[src/include/udp_rx_config.svh]
// UDP receive parser configuration
// board addresses, header lengths and protocol constants
// shared by the parser blocks and the testbench

`ifndef UDP_RX_CONFIG_SVH
`define UDP_RX_CONFIG_SVH

`define UDP_RX_BOARD_MAC      48'h00_11_22_33_44_55   // 00-11-22-33-44-55
`define UDP_RX_BOARD_IP       32'hC0_A8_01_0A         // 192.168.1.10
`define UDP_RX_BOARD_PORT     16'd1234

`define UDP_RX_ETH_HDR_LEN    16'd14                  // dst mac, src mac, ethertype
`define UDP_RX_UDP_HDR_LEN    16'd8
`define UDP_RX_FCS_LEN        16'd4

`define UDP_RX_PREAMBLE_BYTE  8'h55
`define UDP_RX_SFD_BYTE       8'hD5
`define UDP_RX_PREAMBLE_LEN   7                       // preamble bytes ahead of sfd

`define UDP_RX_ETHERTYPE_IPV4 16'h0800
`define UDP_RX_PROTO_UDP      8'd17

`endif
[src/rtl/rx_ctrl_pkg.sv]
// Receive parser control types
// frame section states and the in-section byte position

package rx_ctrl_pkg;

    typedef enum logic [2:0] {
        HUNT,       // waiting for preamble and sfd
        ETH_HDR,
        IP_HDR,
        UDP_HDR,
        PAYLOAD,
        FCS,
        DROP        // rest of frame ignored until dv falls
    } rx_state_t;

    typedef logic [15:0] byte_cnt_t;

endpackage

[src/rtl/eth_types_pkg.sv]
// Ethernet/IPv4/UDP field types
// plain vectors sized to the protocol fields the parser handles

package eth_types_pkg;

    // one GMII data byte
    typedef logic [7:0]  byte_t;

    typedef logic [47:0] mac_addr_t;
    typedef logic [31:0] ip_addr_t;
    typedef logic [15:0] ethertype_t;
    typedef logic [15:0] udp_port_t;

    // byte count of a header, payload or fcs section
    typedef logic [15:0] length_t;

endpackage

[src/rtl/udp_rx.sv]
// UDP/IPv4 receive parser top
// takes a GMII byte stream and delivers UDP payload bytes for the
// board's MAC, IP and port, with a done pulse at end of frame

`timescale 1ns/1ps

module udp_rx (
    input  logic                    clk,
    input  logic                    rst_n,
    input  logic                    gmii_rx_dv,
    input  eth_types_pkg::byte_t    gmii_rxd,
    output eth_types_pkg::byte_t    rx_data,
    output logic                    rx_data_vld,
    output logic                    rx_done,
    output eth_types_pkg::length_t  rx_data_length
);

    logic                    sof;
    logic                    hunt;
    logic                    rx_byte_vld;
    eth_types_pkg::byte_t    rx_byte;
    rx_ctrl_pkg::rx_state_t  state;
    rx_ctrl_pkg::byte_cnt_t  byte_cnt;
    logic                    hdr_error;
    eth_types_pkg::length_t  ip_hdr_len;
    eth_types_pkg::length_t  payload_len;

    rx_preamble_detect i_preamble_detect (
        .clk         (clk),
        .rst_n       (rst_n),
        .gmii_rx_dv  (gmii_rx_dv),
        .gmii_rxd    (gmii_rxd),
        .hunt        (hunt),
        .sof         (sof),
        .rx_byte_vld (rx_byte_vld),
        .rx_byte     (rx_byte)
    );

    rx_frame_fsm i_frame_fsm (
        .clk         (clk),
        .rst_n       (rst_n),
        .sof         (sof),
        .rx_byte_vld (rx_byte_vld),
        .rx_byte     (rx_byte),
        .hdr_error   (hdr_error),
        .ip_hdr_len  (ip_hdr_len),
        .payload_len (payload_len),
        .state       (state),
        .byte_cnt    (byte_cnt),
        .hunt        (hunt),
        .rx_data     (rx_data),
        .rx_data_vld (rx_data_vld),
        .rx_done     (rx_done)
    );

    rx_field_check i_field_check (
        .clk            (clk),
        .rst_n          (rst_n),
        .sof            (sof),
        .rx_byte_vld    (rx_byte_vld),
        .rx_byte        (rx_byte),
        .state          (state),
        .byte_cnt       (byte_cnt),
        .hdr_error      (hdr_error),
        .ip_hdr_len     (ip_hdr_len),
        .payload_len    (payload_len),
        .rx_data_length (rx_data_length)
    );

endmodule

[src/rtl/rx_field_check.sv]
// Header field capture and filter
// checks mac, ethertype, ip protocol, ip address and udp port against
// the board, and derives ip header and payload lengths

`timescale 1ns/1ps

`include "udp_rx_config.svh"

module rx_field_check (
    input  logic                    clk,
    input  logic                    rst_n,
    input  logic                    sof,
    input  logic                    rx_byte_vld,
    input  eth_types_pkg::byte_t    rx_byte,
    input  rx_ctrl_pkg::rx_state_t  state,
    input  rx_ctrl_pkg::byte_cnt_t  byte_cnt,
    output logic                    hdr_error,
    output eth_types_pkg::length_t  ip_hdr_len,
    output eth_types_pkg::length_t  payload_len,
    output eth_types_pkg::length_t  rx_data_length
);

    logic [39:0]                 hdr_sr;      // previous five header bytes
    eth_types_pkg::mac_addr_t    dst_mac;
    eth_types_pkg::ethertype_t   eth_type;
    eth_types_pkg::ip_addr_t     dst_ip;
    eth_types_pkg::udp_port_t    dst_port;
    eth_types_pkg::length_t      total_len;
    logic                        field_fail;

    always_ff @(posedge clk) begin
        if (rx_byte_vld) begin
            hdr_sr <= {hdr_sr[31:0], rx_byte};
        end
    end

    // fields as seen on their last byte
    assign dst_mac  = {hdr_sr, rx_byte};
    assign eth_type = {hdr_sr[7:0], rx_byte};
    assign dst_ip   = {hdr_sr[23:0], rx_byte};
    assign dst_port = {hdr_sr[7:0], rx_byte};

    always_comb begin
        field_fail = 1'b0;
        if (rx_byte_vld) begin
            case (state)
                rx_ctrl_pkg::ETH_HDR: begin
                    if (byte_cnt == 16'd5)
                        field_fail = (dst_mac != `UDP_RX_BOARD_MAC) && (dst_mac != '1);
                    else if (byte_cnt == 16'd13)
                        field_fail = (eth_type != `UDP_RX_ETHERTYPE_IPV4);  // arp lands here
                end
                rx_ctrl_pkg::IP_HDR: begin
                    if (byte_cnt == 16'd0)
                        field_fail = (rx_byte[3:0] < 4'd5);  // ihl below minimum header
                    else if (byte_cnt == 16'd9)
                        field_fail = (rx_byte != `UDP_RX_PROTO_UDP);
                    else if (byte_cnt == 16'd19)
                        field_fail = (dst_ip != `UDP_RX_BOARD_IP);
                end
                rx_ctrl_pkg::UDP_HDR: begin
                    if (byte_cnt == 16'd3)
                        field_fail = (dst_port != `UDP_RX_BOARD_PORT);
                end
                default: field_fail = 1'b0;
            endcase
        end
    end

    // sticky until the next frame starts
    always_ff @(posedge clk) begin
        if (!rst_n) begin
            hdr_error <= 1'b0;
        end else if (sof) begin
            hdr_error <= 1'b0;
        end else if (field_fail) begin
            hdr_error <= 1'b1;
        end
    end

    always_ff @(posedge clk) begin
        if (!rst_n) begin
            ip_hdr_len  <= 16'd20;
            total_len   <= '0;
            payload_len <= '0;
        end else if (rx_byte_vld && state == rx_ctrl_pkg::IP_HDR) begin
            case (byte_cnt)
                16'd0:   ip_hdr_len  <= {10'd0, rx_byte[3:0], 2'b00};
                16'd3:   total_len   <= {hdr_sr[7:0], rx_byte};
                16'd4:   payload_len <= total_len - ip_hdr_len - `UDP_RX_UDP_HDR_LEN;
                default: total_len   <= total_len;
            endcase
        end
    end

    assign rx_data_length = payload_len;

endmodule

[src/rtl/rx_frame_fsm.sv]
// Frame section state machine
// walks ethernet, ip, udp headers, payload and fcs with one byte counter
// and registers the payload bytes and the end-of-frame pulse

`timescale 1ns/1ps

`include "udp_rx_config.svh"

module rx_frame_fsm (
    input  logic                       clk,
    input  logic                       rst_n,
    input  logic                       sof,
    input  logic                       rx_byte_vld,
    input  eth_types_pkg::byte_t       rx_byte,
    input  logic                       hdr_error,
    input  eth_types_pkg::length_t     ip_hdr_len,
    input  eth_types_pkg::length_t     payload_len,
    output rx_ctrl_pkg::rx_state_t     state,
    output rx_ctrl_pkg::byte_cnt_t     byte_cnt,
    output logic                       hunt,
    output eth_types_pkg::byte_t       rx_data,
    output logic                       rx_data_vld,
    output logic                       rx_done
);

    rx_ctrl_pkg::rx_state_t  state_nxt;
    eth_types_pkg::length_t  sect_len;   // bytes in the current section
    logic                    cnt_en;
    logic                    cnt_last;

    assign cnt_en   = rx_byte_vld && (state != rx_ctrl_pkg::HUNT)
                      && (state != rx_ctrl_pkg::DROP);
    assign cnt_last = cnt_en && (byte_cnt == sect_len - 16'd1);
    assign hunt     = (state == rx_ctrl_pkg::HUNT);

    always_comb begin
        case (state)
            rx_ctrl_pkg::ETH_HDR: sect_len = `UDP_RX_ETH_HDR_LEN;
            rx_ctrl_pkg::IP_HDR:  sect_len = ip_hdr_len;   // ihl * 4
            rx_ctrl_pkg::UDP_HDR: sect_len = `UDP_RX_UDP_HDR_LEN;
            rx_ctrl_pkg::PAYLOAD: sect_len = payload_len;
            default:              sect_len = `UDP_RX_FCS_LEN;
        endcase
    end

    always_ff @(posedge clk) begin
        if (!rst_n) begin
            byte_cnt <= '0;
        end else if (cnt_last || !cnt_en) begin
            byte_cnt <= '0;
        end else begin
            byte_cnt <= byte_cnt + 16'd1;
        end
    end

    always_comb begin
        state_nxt = state;
        if (state != rx_ctrl_pkg::HUNT && !rx_byte_vld) begin
            state_nxt = rx_ctrl_pkg::HUNT;  // dv dropped mid-frame, no done
        end else begin
            case (state)
                rx_ctrl_pkg::HUNT: begin
                    if (sof) state_nxt = rx_ctrl_pkg::ETH_HDR;
                end
                rx_ctrl_pkg::ETH_HDR: begin
                    if (hdr_error)     state_nxt = rx_ctrl_pkg::DROP;
                    else if (cnt_last) state_nxt = rx_ctrl_pkg::IP_HDR;
                end
                rx_ctrl_pkg::IP_HDR: begin
                    if (hdr_error)     state_nxt = rx_ctrl_pkg::DROP;
                    else if (cnt_last) state_nxt = rx_ctrl_pkg::UDP_HDR;
                end
                rx_ctrl_pkg::UDP_HDR: begin
                    if (hdr_error) begin
                        state_nxt = rx_ctrl_pkg::DROP;
                    end else if (cnt_last) begin
                        // empty datagram skips straight to the fcs
                        state_nxt = (payload_len == 16'd0) ? rx_ctrl_pkg::FCS
                                                           : rx_ctrl_pkg::PAYLOAD;
                    end
                end
                rx_ctrl_pkg::PAYLOAD: begin
                    if (cnt_last) state_nxt = rx_ctrl_pkg::FCS;
                end
                rx_ctrl_pkg::FCS: begin
                    if (cnt_last) state_nxt = rx_ctrl_pkg::DROP;
                end
                rx_ctrl_pkg::DROP: state_nxt = rx_ctrl_pkg::DROP;  // left on dv low above
                default:           state_nxt = rx_ctrl_pkg::HUNT;
            endcase
        end
    end

    always_ff @(posedge clk) begin
        if (!rst_n) begin
            state       <= rx_ctrl_pkg::HUNT;
            rx_data_vld <= 1'b0;
            rx_done     <= 1'b0;
        end else begin
            state       <= state_nxt;
            rx_data_vld <= (state == rx_ctrl_pkg::PAYLOAD) && rx_byte_vld;
            rx_done     <= (state == rx_ctrl_pkg::FCS) && cnt_last;
        end
    end

    always_ff @(posedge clk) begin
        if (state == rx_ctrl_pkg::PAYLOAD) begin
            rx_data <= rx_byte;
        end
    end

endmodule

[src/rtl/rx_preamble_detect.sv]
// GMII preamble and start delimiter detector
// finds seven preamble bytes plus sfd while the parser hunts,
// and passes the byte stream on one cycle late

`timescale 1ns/1ps

`include "udp_rx_config.svh"

module rx_preamble_detect (
    input  logic                 clk,
    input  logic                 rst_n,
    input  logic                 gmii_rx_dv,
    input  eth_types_pkg::byte_t gmii_rxd,
    input  logic                 hunt,
    output logic                 sof,
    output logic                 rx_byte_vld,
    output eth_types_pkg::byte_t rx_byte
);

    eth_types_pkg::byte_t             rxd_sr [`UDP_RX_PREAMBLE_LEN];  // [0] is newest
    logic [`UDP_RX_PREAMBLE_LEN-1:0]  dv_sr;
    logic                             pattern_hit;

    always_ff @(posedge clk) begin
        rxd_sr[0] <= gmii_rxd;
        for (int i = 1; i < `UDP_RX_PREAMBLE_LEN; i++) begin
            rxd_sr[i] <= rxd_sr[i-1];
        end
    end

    always_ff @(posedge clk) begin
        if (!rst_n) begin
            dv_sr <= '0;
        end else begin
            dv_sr <= {dv_sr[`UDP_RX_PREAMBLE_LEN-2:0], gmii_rx_dv};
        end
    end

    // sfd on the input now, preamble bytes behind it, dv high throughout
    always_comb begin
        pattern_hit = gmii_rx_dv && (gmii_rxd == `UDP_RX_SFD_BYTE) && (&dv_sr);
        for (int i = 0; i < `UDP_RX_PREAMBLE_LEN; i++) begin
            if (rxd_sr[i] != `UDP_RX_PREAMBLE_BYTE) begin
                pattern_hit = 1'b0;
            end
        end
    end

    always_ff @(posedge clk) begin
        if (!rst_n) begin
            sof <= 1'b0;
        end else begin
            sof <= hunt && pattern_hit;  // lines up with sfd on rx_byte
        end
    end

    assign rx_byte     = rxd_sr[0];
    assign rx_byte_vld = dv_sr[0];

endmodule

[config.mk]
export PLATFORM = sky130hd
export DESIGN_NAME = udp_rx
export DESIGN_NICKNAME = d
export VERILOG_FILES = /design/src/rtl/rx_ctrl_pkg.sv /design/src/rtl/eth_types_pkg.sv /design/src/rtl/udp_rx.sv /design/src/rtl/rx_field_check.sv /design/src/rtl/rx_frame_fsm.sv /design/src/rtl/rx_preamble_detect.sv
export VERILOG_INCLUDE_DIRS = /design/src /design/src/include
export SDC_FILE = /design/constraint.sdc
export NUM_CORES = 1
export LEC_CHECK = 0
export ABC_AREA = 1
export ABC_CLOCK_PERIOD_IN_PS = 2800
export BUFFER_PORTS_ARGS = -buffer_cell sky130_fd_sc_hd__buf_2
export CAP_MARGIN = 25
export CORE_MARGIN = 4
export CORE_UTILIZATION = 35
export CTS_CLUSTER_SIZE = 16
export DETAILED_ROUTE_END_ITERATION = 6
export SLEW_MARGIN = 0
export SYNTH_ARGS = -nofsm -noshare
export SYNTH_HDL_FRONTEND = slang
export SYNTH_SLANG_ARGS = --single-unit
[constraint.sdc]
create_clock -name clk -period 2.8 [get_ports clk]
set_input_delay 0.42 -clock clk [delete_from_list [all_inputs] [get_ports clk]]
set_output_delay 0.42 -clock clk [all_outputs]
set_load 0.01 [all_outputs]
### Yosys cells after proc, flatten, opt, wreduce, memory -nomap -nowiden

Memory sizes are Yosys's and may differ from the RTL's.
Cells that the tools add are included.

| cells by class | value |
|---|---|
| $add $sub $neg | 4 |
| bitwise gates (word level) | 1 |
| reduce and logical (&&, ||, !) cells | 26 |
| multiplexer cells | 27 |
| magnitude comparators | 1 |
| equality and inequality tests | 34 |

Operator list:

| kind | count |
|---|---|
| $pmux 16 s4 | 1 |
| $ne 8x7->1 const B | 7 |
| $ne 48x37->1 const B | 1 |
| $ne 48x48->1 const B | 1 |
| $eq 16x3->1 const B | 2 |
| $eq 16x4->1 const B | 2 |
| $logic_not 16->1 | 2 |
| $ne 32x32->1 const B | 1 |
| $mux 3 | 9 |
| $pmux 3 s7 | 1 |
| $add 16x1->16 const B | 1 |
| $eq 16x16->1 | 1 |
| $eq 16x2->1 const B | 1 |
| $eq 16x5->1 const B | 1 |
| $ne 16x11->1 const B | 1 |
| $ne 16x12->1 const B | 1 |
| $sub 16x1->16 const B | 1 |
| $sub 16x4->16 const B | 1 |
| $sub 16x6->16 | 1 |
| $mux 1 | 15 |
| $logic_and 1x1->1 | 11 |
| $eq 3x3->1 const B | 3 |
| $ne 3x2->1 const B | 3 |
| $eq 8x8->1 const B | 1 |
| 17 further kinds | 24 |

| word-level totals | value |
|---|---|
| output and inout port bits | 26 |
| RAM bits | 56 |
| flip-flop bits (word level) | 114 |
| input bits | 11 |
| memories kept | 1 |
| logic and storage cells | 106 |

Memories:

| memory | words | bits a word | read ports | clocked after memory_dff | write ports | line | source |
|---|---|---|---|---|---|---|---|
| i_preamble_detect.rxd_sr | 7 | 8 | 7 | 0 | 7 | rx_preamble_detect.sv:20 | `` eth_types_pkg::byte_t rxd_sr [`UDP_RX_PREAMBLE_LEN]; `` |

### Longest topological paths before layout

Gate-level depths: netlist of the first run.

| logic depth | value |
|---|---|
| depth after elaboration | 11 |
| depth in mapped cells | 22 |
| mapped depth without buffers | 21 |

### Hierarchy

A second synthesis of the first run with hierarchy kept.

| second synthesis, totals | value |
|---|---|
| cells, all modules | 1023 |
| area total of the unflattened synthesis | 8127.8 um2 |

Modules (own cells, without submodules):

| module | area an instance (um2) | cells each | seq. area each (um2) | times used |
|---|---|---|---|---|
| rx_field_check | 4076.4 | 484 | 1941.9 | 1 |
| rx_frame_fsm | 2336.0 | 367 | 660.6 | 1 |
| rx_preamble_detect | 1715.4 | 172 | 1281.2 | 1 |

### Least setup slack after synthesis of the first run

No wires, ideal clock.

| path | value |
|---|---|
| kind | flip-flop to flip-flop |
| start | reg i_field_check.ip_hdr_len[2] |
| end | reg i_field_check.payload_len[15] |
| setup slack | 0.421 ns |
| cell stages (with the launch flop) | 16 |
| required time | 2.684 ns |
| setup time | 0.116 ns |
| arrival | 2.262 ns |
| buffers on the path | 0 |
| clock period less this slack | 2.379 ns |
| cell sequence | dfxtp_1 > inv_1 > ha_1 > ha_1 > nor2_1 > nor2_1 > a211oi_1 > o21ai_0 > nor2_1 > nand4_1 > nor2_1 > nand2_1 > o21ai_0 > nand3_1 > o211ai_1 > inv_1 |

| on the way | value |
|---|---|
| cells in the longest elaborated chain, start to end | 2 |

Ends and longest elaborated chain:

| what | line | source |
|---|---|---|
| start, declared | rx_field_check.sv:18 | `output eth_types_pkg::length_t ip_hdr_len,` |
| start signal, assigned | rx_field_check.sv:88 | `16'd0: ip_hdr_len <= {10'd0, rx_byte[3:0], 2'b00};` |
| $sub 16x6->16 | rx_field_check.sv:90 | `` 16'd4: payload_len <= total_len - ip_hdr_len - `UDP_RX_UDP_HDR_LEN; `` |
| $sub 16x4->16 (no source line) | n/a |  |
| end signal, assigned | rx_field_check.sv:90 |  |
| end, declared | rx_field_check.sv:19 | `output eth_types_pkg::length_t payload_len,` |

No other way between the ends.
A chain may end at the register's enable or synchronous reset.

### Worst setup path after layout of the first run

| path | value |
|---|---|
| start | reg i_frame_fsm.state[0] |
| end | reg i_frame_fsm.state[0] |

| on the way | value |
|---|---|
| cells in the longest elaborated chain, start to end | 7 |
| elaborated cells between the ends (all ways) | 25 |
| classes of those cells | add/sub (1); eq/ne (14); mux (2); reduce/logical (8) |

Ends and longest elaborated chain:

| what | line | source |
|---|---|---|
| start, declared | rx_frame_fsm.sv:18 | `output rx_ctrl_pkg::rx_state_t state,` |
| start signal, assigned | rx_frame_fsm.sv:96 | `state <= rx_ctrl_pkg::HUNT;` |
| start signal, assigned | rx_frame_fsm.sv:100 | `state <= state_nxt;` |
| $eq 3x3->1 (tied with other cells) | rx_frame_fsm.sv:37, rx_frame_fsm.sv:61 |  |
| $pmux 16 s4 | rx_frame_fsm.sv:37 | `case (state)` |
| $sub 16x1->16 | rx_frame_fsm.sv:33 | `assign cnt_last = cnt_en && (byte_cnt == sect_len - 16'd1);` |
| $eq 16x16->1 | rx_frame_fsm.sv:33 |  |
| $logic_and 1x1->1 | rx_frame_fsm.sv:33 |  |
| $ne 3x2->1 (no source line) / $ne 2x1->1 (equally long branches) | n/a |  |
| $reduce_and 6->1 (no source line) | n/a |  |

Parallel ways exist; a longest one is shown, timed or not.

==> results of run 1 <==
## state kept, by name, summed over array words and instances (netlist names)
signal and count:
i_frame_fsm.rx_done 1, i_preamble_detect.dv_sr 7, i_field_check.total_len 16, i_frame_fsm.byte_cnt 16, i_field_check.hdr_error 1, i_field_check.hdr_sr 40, i_frame_fsm.state 3, i_field_check.payload_len 16
i_preamble_detect.sof 1, i_frame_fsm.rx_data 8, i_preamble_detect.rxd_sr 56, i_field_check.ip_hdr_len 4, i_frame_fsm.rx_data_vld 1
## routing by layer
metal	GRT usage [%]	vias to the layer above	part of all wire [%]
li1	-	2966	-
met1	20.3	2718	46
met2	24.9	159	47
met3	3.56	26	5.2
met4	6.28	0	2.1
met5	0	-	0
## power breakdown
group	switching (W)	internal, W
combinational	0.0000488	0.0000230
clock	0.00121	0.00124
sequential	0.0000605	0.00260
## repair_timing
action                     4_1_cts  5_1_grt
setup endpoints to repair        0       22
gates resized for setup          0       11
setup buffers                    0        2
## kinds of logic after synthesis
logic type	count (synthesis)	share of synthesized area (%)
buffers and inverters	144	7.68
XOR/XNOR	21	2.60
AO/OA/AOI/OAI	97	7.80
flip-flops	170	52.7
adder cells (fa/ha/maj)	14	2.37
AND/OR/NAND/NOR	397	26.9
## worst reg2reg max path: cells and delay by family (launching register included)
kind	cells	cell delay, ns
AOI/OAI and AO/OA	1	0.17
adders and majority gates	1	0.22
buffers and inverters	2	0.25
DFF	1	0.34
and+or+nand+nor	14	1.53
## layout by cell type, fill, tap and decap left out, types with 27 or more instances in the layout
cell type / Yosys / final
inv_1: 118 / 118
buf_2: 2 / 36
nand2_1: 134 / 134
nand3_1: 51 / 49
o21ai_0: 31 / 31
dfxtp_1: 122 / 120
nor2_1: 85 / 83
nand4_1: 36 / 36
a21oi_1: 28 / 27
edfxtp_1: 48 / 48
## worst min path at each step
stage | startpoint | end | slack (ns) | cells after the start
after floorplan | i_preamble_detect.rxd_sr[1][4] | i_preamble_detect.rxd_sr[2][4] | 0.32 | 0
after global placement | i_preamble_detect.rxd_sr[4][4] | i_preamble_detect.rxd_sr[5][4] | 0.33 | 0
after detailed placement | i_preamble_detect.rxd_sr[3][4] | i_preamble_detect.rxd_sr[4][4] | 0.33 | 0
after CTS | gmii_rxd[2] | i_preamble_detect.rxd_sr[0][2] | 0.08 | 1
after global routing | gmii_rxd[2] | i_preamble_detect.rxd_sr[0][2] | 0.08 | 1
final | gmii_rxd[2] | i_preamble_detect.rxd_sr[0][2] | 0.09 | 1
## through the flow
step | utilization (%) | cells
6_report | 42.1 | 1183
5_1_grt | 42.1 | 1183
4_1_cts | 41.8 | 1181
3_5_place_dp | 38.7 | 1149
3_3_place_gp | 38.7 | 1149
2_1_floorplan | - | 843
## final cells by class
cell class                      instances  area, um2
Timing Repair Buffer                   54        319
Multi-Input combinational cell        529       2970
Clock inverter                         15        208
Inverter                              128        485
Sequential cell                       170       3890
Fill cell                            2022      11900
Clock buffer                           17        425
Tap cell                              270        338
==> results by group, run 1 <==
Setup path
  – Reg-to-Reg Start: i_frame_fsm.state[0]
  – Logic depth of the worst path, buffers included: 18
  – Critical Path Source Type: flip-flop
  – Crit path required time: 3.13 ns
  – Worst setup EP type: flip-flop
  – Total buffers and inverters traversed by the critical path: 2
  – Cell type of the slowest stage on the worst timing path: dfxtp_1
  – Critical path start-end classification: reg2reg
  – Critical path destination: i_frame_fsm.state[0]
  – Critical path's top delay family: simple AND/OR/NAND/NOR gates
  – CP Data Arrival Time: 2.95 ns
  – Launching instance or port of the critical path: i_frame_fsm.state[0]
  – Ordered cell list for the critical path: buf_4, nand3_2, nand2_1, inv_1, ha_1, nand4_4, nor2_4, nand2_1, nand2_1, nand2_1, a21oi_1, nand3_1, nor2_2, nand3_2, nand2_2, nand2_2, nor2_1, nor2_1
  – Critical path peak fanout: 6
  – Stage delay of the slowest cell on the critical path: 0.34 ns
  – Endpoint of the worst register-to-register path: i_frame_fsm.state[0]
  – FF-to-FF path depth: 18
  – Slack of the worst reg-to-reg path: 0.18 ns
  – Most repeated library cell on the critical path: nand2_1

Synthesis
  – Share of synthesized area occupied by flip-flops and latches: 52.7%
  – Synth area leader: dfxtp_1
  – Synth Cell Area: 0.00738 mm2
  – Dominant register cell in the synthesized netlist: dfxtp_1
  – Area share of the largest cell type after synthesis: 33.1%
  – Synthesis warning total: 0
  – Commonest cells in the synthesized netlist: 134 x nand2_1, 122 x dfxtp_1, 118 x inv_1, 85 x nor2_1, 51 x nand3_1
  – Ys async rst share: 0%
  – Most common cell in the netlist: nand2_1
  – Post-synthesis cell type count: 48
  – Post-Synthesis Cells: 843
  – Mean area per synthesized cell: 8.75 um2
  – Number of flops mapped to enable cells by yosys: 48
  – Top area cells in the synthesized netlist: dfxtp_1 33%, edfxtp_1 20%, nand2_1 6.8%
  – Register bit count reported by yosys: 170
  – Synthesized Nets: 868

STA
  – Rel. slew slack: 42.7%
  – RSZ-0062 raised after global routing: yes
  – Minimum clock period after layout: 2.62 ns
  – Final worst hold slack: 0.0943 ns
  – Post-route clock skew: 0.0123 ns
  – Fin. Hold Viols: 0
  – Accumulated negative setup slack: 0 ns
  – Worst setup margin: 0.184 ns
  – Worst Tran Pin Value: 0.853 ns
  – Number of max-slew violations in the final report: 0
  – Fin crit share: 93.4%
  – Setup violators final: 0
  – F_max: 382 MHz

Clock tree
  – Hold buffer count at CTS: 0
  – Largest buffer count on any clock path: 2
  – Number of buffers added by the clock tree synthesis step: 17
  – TritonCTS clock tree: yes
  – H-Tree Level Count: 4
  – Master cell of the clock root buffer: clkbuf_16
  – Clock Sinks: 170
  – Clock transition at the registers of the reported paths: 0.08 ns
  – Insertion delay to the later sink of the worst-skew pair: 0.43 ns

Run status
  – Status: complete, no violations

Drt
  – 1st-iter DRT viols: 426
  – DR DRC count: 0
  – Aggregate routed wire length: 18,000 um
  – Wire length per cell: 15.2 um
  – Routed vias: 5,869
  – Per-cell via count in the routed design: 4.96
  – Routed Antenna Nets: 0
  – DRT Pass-1 Iters: 5

Die
  – Y dimension of the die: 153 um
  – Initial core utilization: 36.0%
  – Standard cell core area: 0.0205 mm2
  – Boundary Pins: 37
  – FP Rows: 52
  – Area of the die: 0.0235 mm2
  – Horizontal die dimension: 153 um

Placed design
  – Port Buffer Count: 36
  – Area after DPL: 0.00794 mm2
  – Half-perimeter wire length of the detailed placement result: 13,700 um
  – Post-placement setup slack: 0.107 ns
  – Placer's final routability congestion estimate: 0.931

Global routing
  – Via count of the first global-routing pass: 5,696
  – Grt total ovfl: 0
  – Largest net degree at the start of global routing: 42
  – Number of antenna violations at the first check in global routing: 0
  – Global-route wire length before repair: 29,100 um
  – GRT Total Usage: 15.5%

Final layout
  – Area Growth Syn to Fin: 17.1%
  – Final instance area: 0.00863 mm2
  – Antenna fix cells: 0
  – Fraction of layout instances using a drive strength above 1: 15.4%
  – Post-layout nets: 925

Pwr
  – Cell Pwr Density: 600 mW/mm2
  – Static Leakage: 3.60 nW
  – Total power: 0.00518 W
  – Max VDD drop: 0.000373 V

Job
  – Max-cap violations: 0

Hold path
  – Hold Path Class: in2reg
(Power assumes the default switching activity.)
==> run 2: changes to the inputs <==
- ABC_AREA: 1 -> default
- SKIP_CTS_REPAIR_TIMING: default -> 1
==> run 2 against run 1 <==
The flow now finishes with violations (setup timing). First-iteration DRC count down 17%. Clock skew rose by 0.0036 ns. Sequential power about the same. Design area rose by 5.5%. Register-to-register slack worse by 0.49 ns. Worst setup slack lost 0.49 ns. Non-clock buffer count is 82 higher. Final cell count shrank 6.8%. Critical path depth decreased by 4. Critical path type unchanged. Largest cell class unchanged. Highest routed layer unchanged.
==> results by group, run 2 <==
Setup path
  – Total buffers and inverters traversed by the critical path: 4 (+2)
  – Critical Path Source Type: flip-flop
  – Critical path peak fanout: 8 (+2)
  – Most repeated library cell on the critical path: buf_4
  – Critical path's top delay family: simple AND/OR/NAND/NOR gates
  – FF-to-FF path depth: 14 (-4)
  – Critical path start-end classification: reg2reg
  – Logic depth of the worst path, buffers included: 14 (-4)
  – Worst setup EP type: flip-flop
  – Ordered cell list for the critical path: buf_4, nor2b_2, buf_4, a22o_4, buf_4, nand2_1, xor2_1, or3_1, a211oi_1, nand4_1, a2111oi_4, or3_4, clkbuf_16, nor2_1
  – Crit path required time: 3.12 ns (about the same)
  – Cell type of the slowest stage on the worst timing path: or3_1
  – CP Data Arrival Time: 3.43 ns (+0.48 ns)
  – Stage delay of the slowest cell on the critical path: 0.38 ns (+0.04 ns)

Final layout
  – Top Registers: i_preamble_detect.rxd_sr (56), i_field_check.hdr_sr (40)
  – Antenna fix cells: 0 (unchanged)
  – Area Growth Syn to Fin: 27.1%
  – Fill count: 1,941 (-4.0%)
  – Most common cell after layout, fill and taps aside: dfxtp_1
  – Post-layout nets: 844 (-8.8%)
  – Register ranked first by flip-flop count: i_preamble_detect.rxd_sr
  – Core occupancy in the finished layout: 45.1% (+3.0 points)
  – Number of flip-flops in the largest register: 56 (unchanged)
  – Top library cells by usage in the layout, fill and taps aside: 117 x dfxtp_1, 96 x buf_4, 57 x nand2_1, 48 x nor2_1, 48 x edfxtp_1
  – Fraction of layout instances using a drive strength above 1: 26.0% (+11 points)
  – Fin cells: 1,102 (-6.8%)

Hold path
  – Hold path cells: 1 (unchanged)
  – Hold Path Class: in2reg

STA
  – Fin. Hold Viols: 0 (unchanged)
  – Worst Tran Pin Value: 0.605 ns (-0.248 ns)
  – F_max: 322 MHz (-16%)
  – Number of max-slew violations in the final report: 0 (unchanged)
  – Worst setup margin: -0.307 ns (-0.491 ns)
  – Post-route clock skew: 0.0160 ns (+0.00361 ns)
  – RSZ-0062 raised after global routing: yes
  – Rel. slew slack: 59.2% (+17 points)
  – Final worst hold slack: 0.101 ns (+0.00633 ns)
  – Minimum clock period after layout: 3.11 ns (+0.491 ns)
  – Fin crit share: 111% (+18 points)
  – Setup violators final: 20 (+20)

Synthesis
  – Commonest cells in the synthesized netlist: 122 x dfxtp_1, 59 x nand2_1, 50 x nor2_1, 48 x edfxtp_1, 29 x o21ai_0
  – Post-Synthesis Cells: 693 (-18%)
  – Synthesized Nets: 718 (-17%)
  – Register bit count reported by yosys: 170 (unchanged)
  – Post-synthesis cell type count: 66 (+38%)
  – Top area cells in the synthesized netlist: dfxtp_1 34%, edfxtp_1 20%, nand2_1 3.1%
  – Synth area leader: dfxtp_1
  – Most common cell in the netlist: dfxtp_1
  – Area share of the largest cell type after synthesis: 34.1% (+0.98 points)
  – Number of flops mapped to enable cells by yosys: 48 (unchanged)
  – Share of synthesized area occupied by flip-flops and latches: 54.2% (+1.6 points)
  – Mean area per synthesized cell: 10.3 um2 (+18%)
  – Dominant register cell in the synthesized netlist: dfxtp_1
  – Ys async rst share: 0% (unchanged)
  – Synthesis warning total: 0 (unchanged)
  – Synth Cell Area: 0.00716 mm2 (-2.9%)

Global routing
  – Grt total ovfl: 0 (unchanged)
  – Global-route wire length before repair: 28,900 um (-0.81%)
  – Largest net degree at the start of global routing: 46 (+9.5%)
  – GRT Total Usage: 16.4% (+0.90 points)
  – Number of antenna violations at the first check in global routing: 0 (unchanged)
  – Via count of the first global-routing pass: 5,284 (-7.2%)

Placed design
  – Post-placement setup slack: -0.403 ns (-0.510 ns)
  – Half-perimeter wire length of the detailed placement result: 13,700 um (+0.14%)
  – Placed Cells incl. Taps: 1,059 (-7.8%)
  – Placer's final routability congestion estimate: 0.871 (-6.5%)
  – Port Buffer Count: 36 (unchanged)

Drt
  – 1st-iter DRT viols: 355 (-17%)
  – DR DRC count: 0 (unchanged)
  – Routed vias: 5,584 (-4.9%)
  – Per-cell via count in the routed design: 5.07 (+2.1%)
  – Wire length per cell: 16.8 um (+11%)
  – Aggregate routed wire length: 18,500 um (+3.0%)
  – DRT Pass-1 Iters: 5 (unchanged)
  – Routed Antenna Nets: 0 (unchanged)

Run status
  – Violated checks: setup timing
  – Status: complete, but fails checks

Clock tree
  – Number of buffers added by the clock tree synthesis step: 17 (unchanged)
  – H-Tree Level Count: 4 (unchanged)
  – Clock transition at the registers of the reported paths: 0.07 ns (about the same)
  – TritonCTS clock tree: yes
  – Master cell of the clock root buffer: clkbuf_16
  – Largest buffer count on any clock path: 2 (unchanged)
  – Clock Sinks: 170 (unchanged)
  – Insertion delay to the later sink of the worst-skew pair: 0.43 ns (about the same)

Die
  – Initial core utilization: 35.5% (-0.47 points)
  – Boundary Pins: 37 (unchanged)
  – Horizontal die dimension: 151 um (-1.4%)
  – FP Rows: 52 (unchanged)
  – Y dimension of the die: 151 um (-1.4%)
  – Area of the die: 0.0228 mm2 (-2.7%)
  – Standard cell core area: 0.0202 mm2 (-1.6%)

Pwr
  – Static Leakage: 3.45 nW (-4.2%)
  – Cell Pwr Density: 541 mW/mm2 (-9.8%)
  – Max VDD drop: 0.000386 V (+3.6%)

Job
  – Max-cap violations: 0 (unchanged)
[run 2: report_power, final]
| part | switching (W) | internal, W | total, W |
|---|---|---|---|
| clock network | 0.00102 | 0.00119 | 0.00220 |
| logic | 0.0000471 | 0.0000307 | 0.0000778 |
| registers | 0.0000518 | 0.00260 | 0.00265 |
[run 2: per-stage QoR]
stage / area (um2) / total power [W] / setup TNS [ns]
floorplan: 7230 / 0.00272 / -6.43
global placement: 8290 / 0.00278 / -6.13
detailed placement: 8290 / 0.00278 / -7.59
CTS: 8840 / 0.00497 / -7.92
global route: 9110 / 0.00509 / -7.73
finish: 9110 / 0.00493 / -5.45
[run 2: logic make-up (layout without fill, tap and decap cells)]
logic type,after synthesis,in the layout,share of synthesized area [%]
AOI/OAI and AO/OA,92,92,8.84
adders and majority gates,14,14,2.45
DFF,170,170,54.2
xor gates and xnor gates,42,42,5.14
muxes,22,22,3.09
buffers and inverters,54,193,3.06
and+or+nand+nor,299,299,23.2
[run 2: area by class of cell]
class | instances | area [um2] | area share (%)
tap | 270 | 338 | 3.71
clock buffer | 19 | 443 | 4.86
sequential | 170 | 3890 | 42.8
timing repair buffer | 136 | 968 | 10.6
inverter | 25 | 98.8 | 1.09
clock inverter | 13 | 109 | 1.20
multi-input combinational | 469 | 3250 | 35.7
[run 2: metal layers]
layer / vias up / wire [um] / GRT usage, %
met2: 131 / 8690 / 25.9
li1: 2743 / - / -
met4: 0 / 297 / 4.90
met3: 24 / 770 / 3.32
met5: - / 0 / 0
met1: 2686 / 8780 / 22.8
[run 2: worst reg2reg max path, cell delays in order (launching register included)]
cell and delay [ns]:
dfxtp_4 0.36, buf_4 0.14, nor2b_2 0.19, buf_4 0.16
a22o_4 0.13, buf_4 0.10, nand2_1 0.07, xor2_1 0.16
or3_1 0.38, a211oi_1 0.28, nand4_1 0.21, a2111oi_4 0.36
or3_4 0.24, clkbuf_16 0.15, nor2_1 0.05
[run 2: path summary, 6_finish.rpt]
check                                      start                             end  slack [ns]
hold / removal                       gmii_rxd[5]  i_preamble_detect.rxd_sr[0][5]        0.10
hold reg to reg   i_preamble_detect.rxd_sr[1][5]  i_preamble_detect.rxd_sr[2][5]        0.34
setup / recovery            i_frame_fsm.state[2]         i_frame_fsm.byte_cnt[8]       -0.31
setup reg to reg            i_frame_fsm.state[2]         i_frame_fsm.byte_cnt[8]       -0.31
==> run 3: changes to the inputs <==
- SKIP_CTS_REPAIR_TIMING: 1 -> default
==> run 3 against run 2 <==
The run still ends with setup timing left. Worst hold slack about the same. Die area unchanged. Final cell count about the same. Global-route usage rose by 0.23 points. Design area increased by 1.2%. Sequential power about the same. Via count up 0.36%. Maximum frequency up 4.4%. Critical path type unchanged.
==> results by group, run 3 (same netlist as run 2, synthesis figures left out) <==
Global routing
  – Via count of the first global-routing pass: 5,376 (+1.7%)
  – GRT Total Usage: 16.7% (+0.23 points)
  – Grt total ovfl: 0 (unchanged)
  – Number of antenna violations at the first check in global routing: 0 (unchanged)
  – Global-route wire length before repair: 29,300 um (+1.4%)
  – Largest net degree at the start of global routing: 46 (unchanged)

Setup path
  – Launching instance or port of the critical path: i_field_check.payload_len[5]
  – Reg-to-Reg Start: i_field_check.payload_len[5]
  – Worst setup EP type: flip-flop
  – Critical Path Source Type: flip-flop
  – Critical path start-end classification: reg2reg
  – CP Data Arrival Time: 3.28 ns (-0.15 ns)
  – Crit path required time: 3.10 ns (-0.02 ns)
  – FF-to-FF path depth: 12 (-2)
  – Critical path peak fanout: 2 (-6)

Placed design
  – Area after DPL: 0.00829 mm2 (unchanged)
  – Port Buffer Count: 36 (unchanged)
  – Half-perimeter wire length of the detailed placement result: 13,700 um (unchanged)
  – Placer's final routability congestion estimate: 0.871 (unchanged)

STA
  – Worst Tran Pin Value: 0.569 ns (-0.0364 ns)
  – Post-route clock skew: 0.0139 ns (-0.00208 ns)
  – RSZ-0062 raised after global routing: yes
  – Worst setup margin: -0.177 ns (+0.130 ns)
  – Rel. slew slack: 61.6% (+2.3 points)
  – Fin crit share: 106% (-4.7 points)
  – Setup violators final: 20 (unchanged)
  – F_max: 336 MHz (+4.4%)
  – Minimum clock period after layout: 2.98 ns (-0.130 ns)
  – Number of max-slew violations in the final report: 0 (unchanged)
  – Fin. Hold Viols: 0 (unchanged)

Drt
  – Aggregate routed wire length: 18,600 um (+0.50%)
  – DR DRC count: 0 (unchanged)
  – Per-cell via count in the routed design: 5.08 (+0.27%)
  – Routed Antenna Nets: 0 (unchanged)
  – DRT Pass-1 Iters: 5 (unchanged)
  – Wire length per cell: 16.9 um (+0.41%)
  – 1st-iter DRT viols: 418 (+18%)
  – Routed vias: 5,604 (+0.36%)

Clock tree
  – Clock Sinks: 170 (unchanged)
  – Master cell of the clock root buffer: clkbuf_16
  – Insertion delay to the later sink of the worst-skew pair: 0.43 ns (about the same)
  – TritonCTS clock tree: yes
  – Largest buffer count on any clock path: 2 (unchanged)
  – H-Tree Level Count: 4 (unchanged)
  – Clock transition at the registers of the reported paths: 0.07 ns (about the same)
  – Number of buffers added by the clock tree synthesis step: 17 (unchanged)

Final layout
  – Fill count: 1,933 (-0.41%)
  – Antenna fix cells: 0 (unchanged)
  – Most common cell after layout, fill and taps aside: dfxtp_1
  – Register ranked first by flip-flop count: i_preamble_detect.rxd_sr
  – Number of flip-flops in the largest register: 56 (unchanged)
  – Top Registers: i_preamble_detect.rxd_sr (56), i_field_check.hdr_sr (40)
  – Fraction of layout instances using a drive strength above 1: 28.0% (+2.0 points)
  – Top library cells by usage in the layout, fill and taps aside: 117 x dfxtp_1, 95 x buf_4, 57 x nand2_1, 48 x edfxtp_1, 36 x buf_2
  – Final instance area: 0.00921 mm2 (+1.2%)
  – Area Growth Syn to Fin: 28.6%
  – Post-layout nets: 845 (+0.12%)

Die
  – Y dimension of the die: 151 um (unchanged)
  – Initial core utilization: 35.5% (unchanged)
  – FP Rows: 52 (unchanged)
  – Horizontal die dimension: 151 um (unchanged)
  – Standard cell core area: 0.0202 mm2 (unchanged)
  – Boundary Pins: 37 (unchanged)
  – Area of the die: 0.0228 mm2 (unchanged)

Job
  – Max-cap violations: 0 (unchanged)

Run status
  – Status: complete, but fails checks
  – Violated checks: setup timing

Pwr
  – Cell Pwr Density: 535 mW/mm2 (-1.2%)
  – Static Leakage: 3.48 nW (+0.74%)
  – Total power: 0.00493 W (about the same)
  – Max VDD drop: 0.000386 V (about the same)

Hold path
  – Hold Path Class: in2reg
  – Min-Delay Startpoint: gmii_rxd[5]
  – Hold path cells: 1 (unchanged)
run 3: changes by cell type in the layout (fill, tap and decap cells not counted), sizes merged:
| cell | before | now |
|---|---|---|
| buf | 135 | 137 |
| clkbuf | 20 | 19 |
run 3: cell type report:
| class | instances | area, um2 | share of cell area (%) |
|---|---|---|---|
| clock inverters | 13 | 109 | 1.18 |
| repair buffers | 137 | 990 | 10.7 |
| clock buffers | 19 | 443 | 4.81 |
| flip-flops and latches | 170 | 3890 | 42.3 |
| well taps | 270 | 338 | 3.67 |
| multi-input cells | 469 | 3340 | 36.2 |
| inverters | 25 | 101 | 1.10 |
run 3: critical path: stages, from the launching register on:
cell,delay (ns)
dfxtp_1,0.32
or3_4,0.40
a211oi_2,0.22
and3_4,0.22
nor3b_4,0.22
mux2_4,0.34
a2111oi_4,0.20
nand4_1,0.20
a2111oi_4,0.27
buf_4,0.19
buf_6,0.09
a2111o_1,0.13
o41ai_2,0.06
run 3: per-stage QoR:
| stage | std cells | util [%] | setup TNS [ns] | worst slack (ns) | hold WS [ns] |
|---|---|---|---|---|---|
| after floorplan | 693 | - | -6.43 | -0.399 | 0.322 |
| after global placement | 1059 | 41.1 | -6.13 | -0.324 | 0.330 |
| after detailed placement | 1059 | 41.1 | -7.59 | -0.403 | 0.327 |
| after CTS | 1099 | 44.8 | -2.29 | -0.179 | 0.0845 |
| after global routing | 1103 | 45.7 | -6.12 | -0.372 | 0.0799 |
| final | 1103 | 45.7 | -2.49 | -0.177 | 0.100 |
run 3: where the power goes:
group	internal, W	leakage (nW)	switching (W)	total, W
registers	0.00260	1.45	0.0000516	0.00265
logic	0.0000307	1.74	0.0000467	0.0000773
clock network	0.00119	0.279	0.00101	0.00220
total	0.00381	3.48	0.00111	0.00493
run 3: path summary, 6_finish.rpt:
kind / end / slack (ns)
worst max-delay path: i_frame_fsm.state[1] / -0.18
worst min-delay path: i_preamble_detect.rxd_sr[0][5] / 0.10
worst max register to register: i_frame_fsm.state[1] / -0.18
worst min register to register: i_preamble_detect.rxd_sr[2][5] / 0.34
run 3: routing by layer:
layer	vias up	wire, um	share of wire, %	global-route usage, %
met3	27	763	4.1	3.50
met1	2715	8770	47	22.7
met5	-	0	0	0
met4	0	325	1.7	5.08
li1	2742	-	-	-
met2	120	8770	47	26.7
run 3: what timing repair did:
action,in CTS,in global routing
gates resized for setup,33,39
gates cloned,1,0
pin swaps,24,13
hold buffers,0,0
setup endpoints to repair,22,27
buffers inserted,7,4
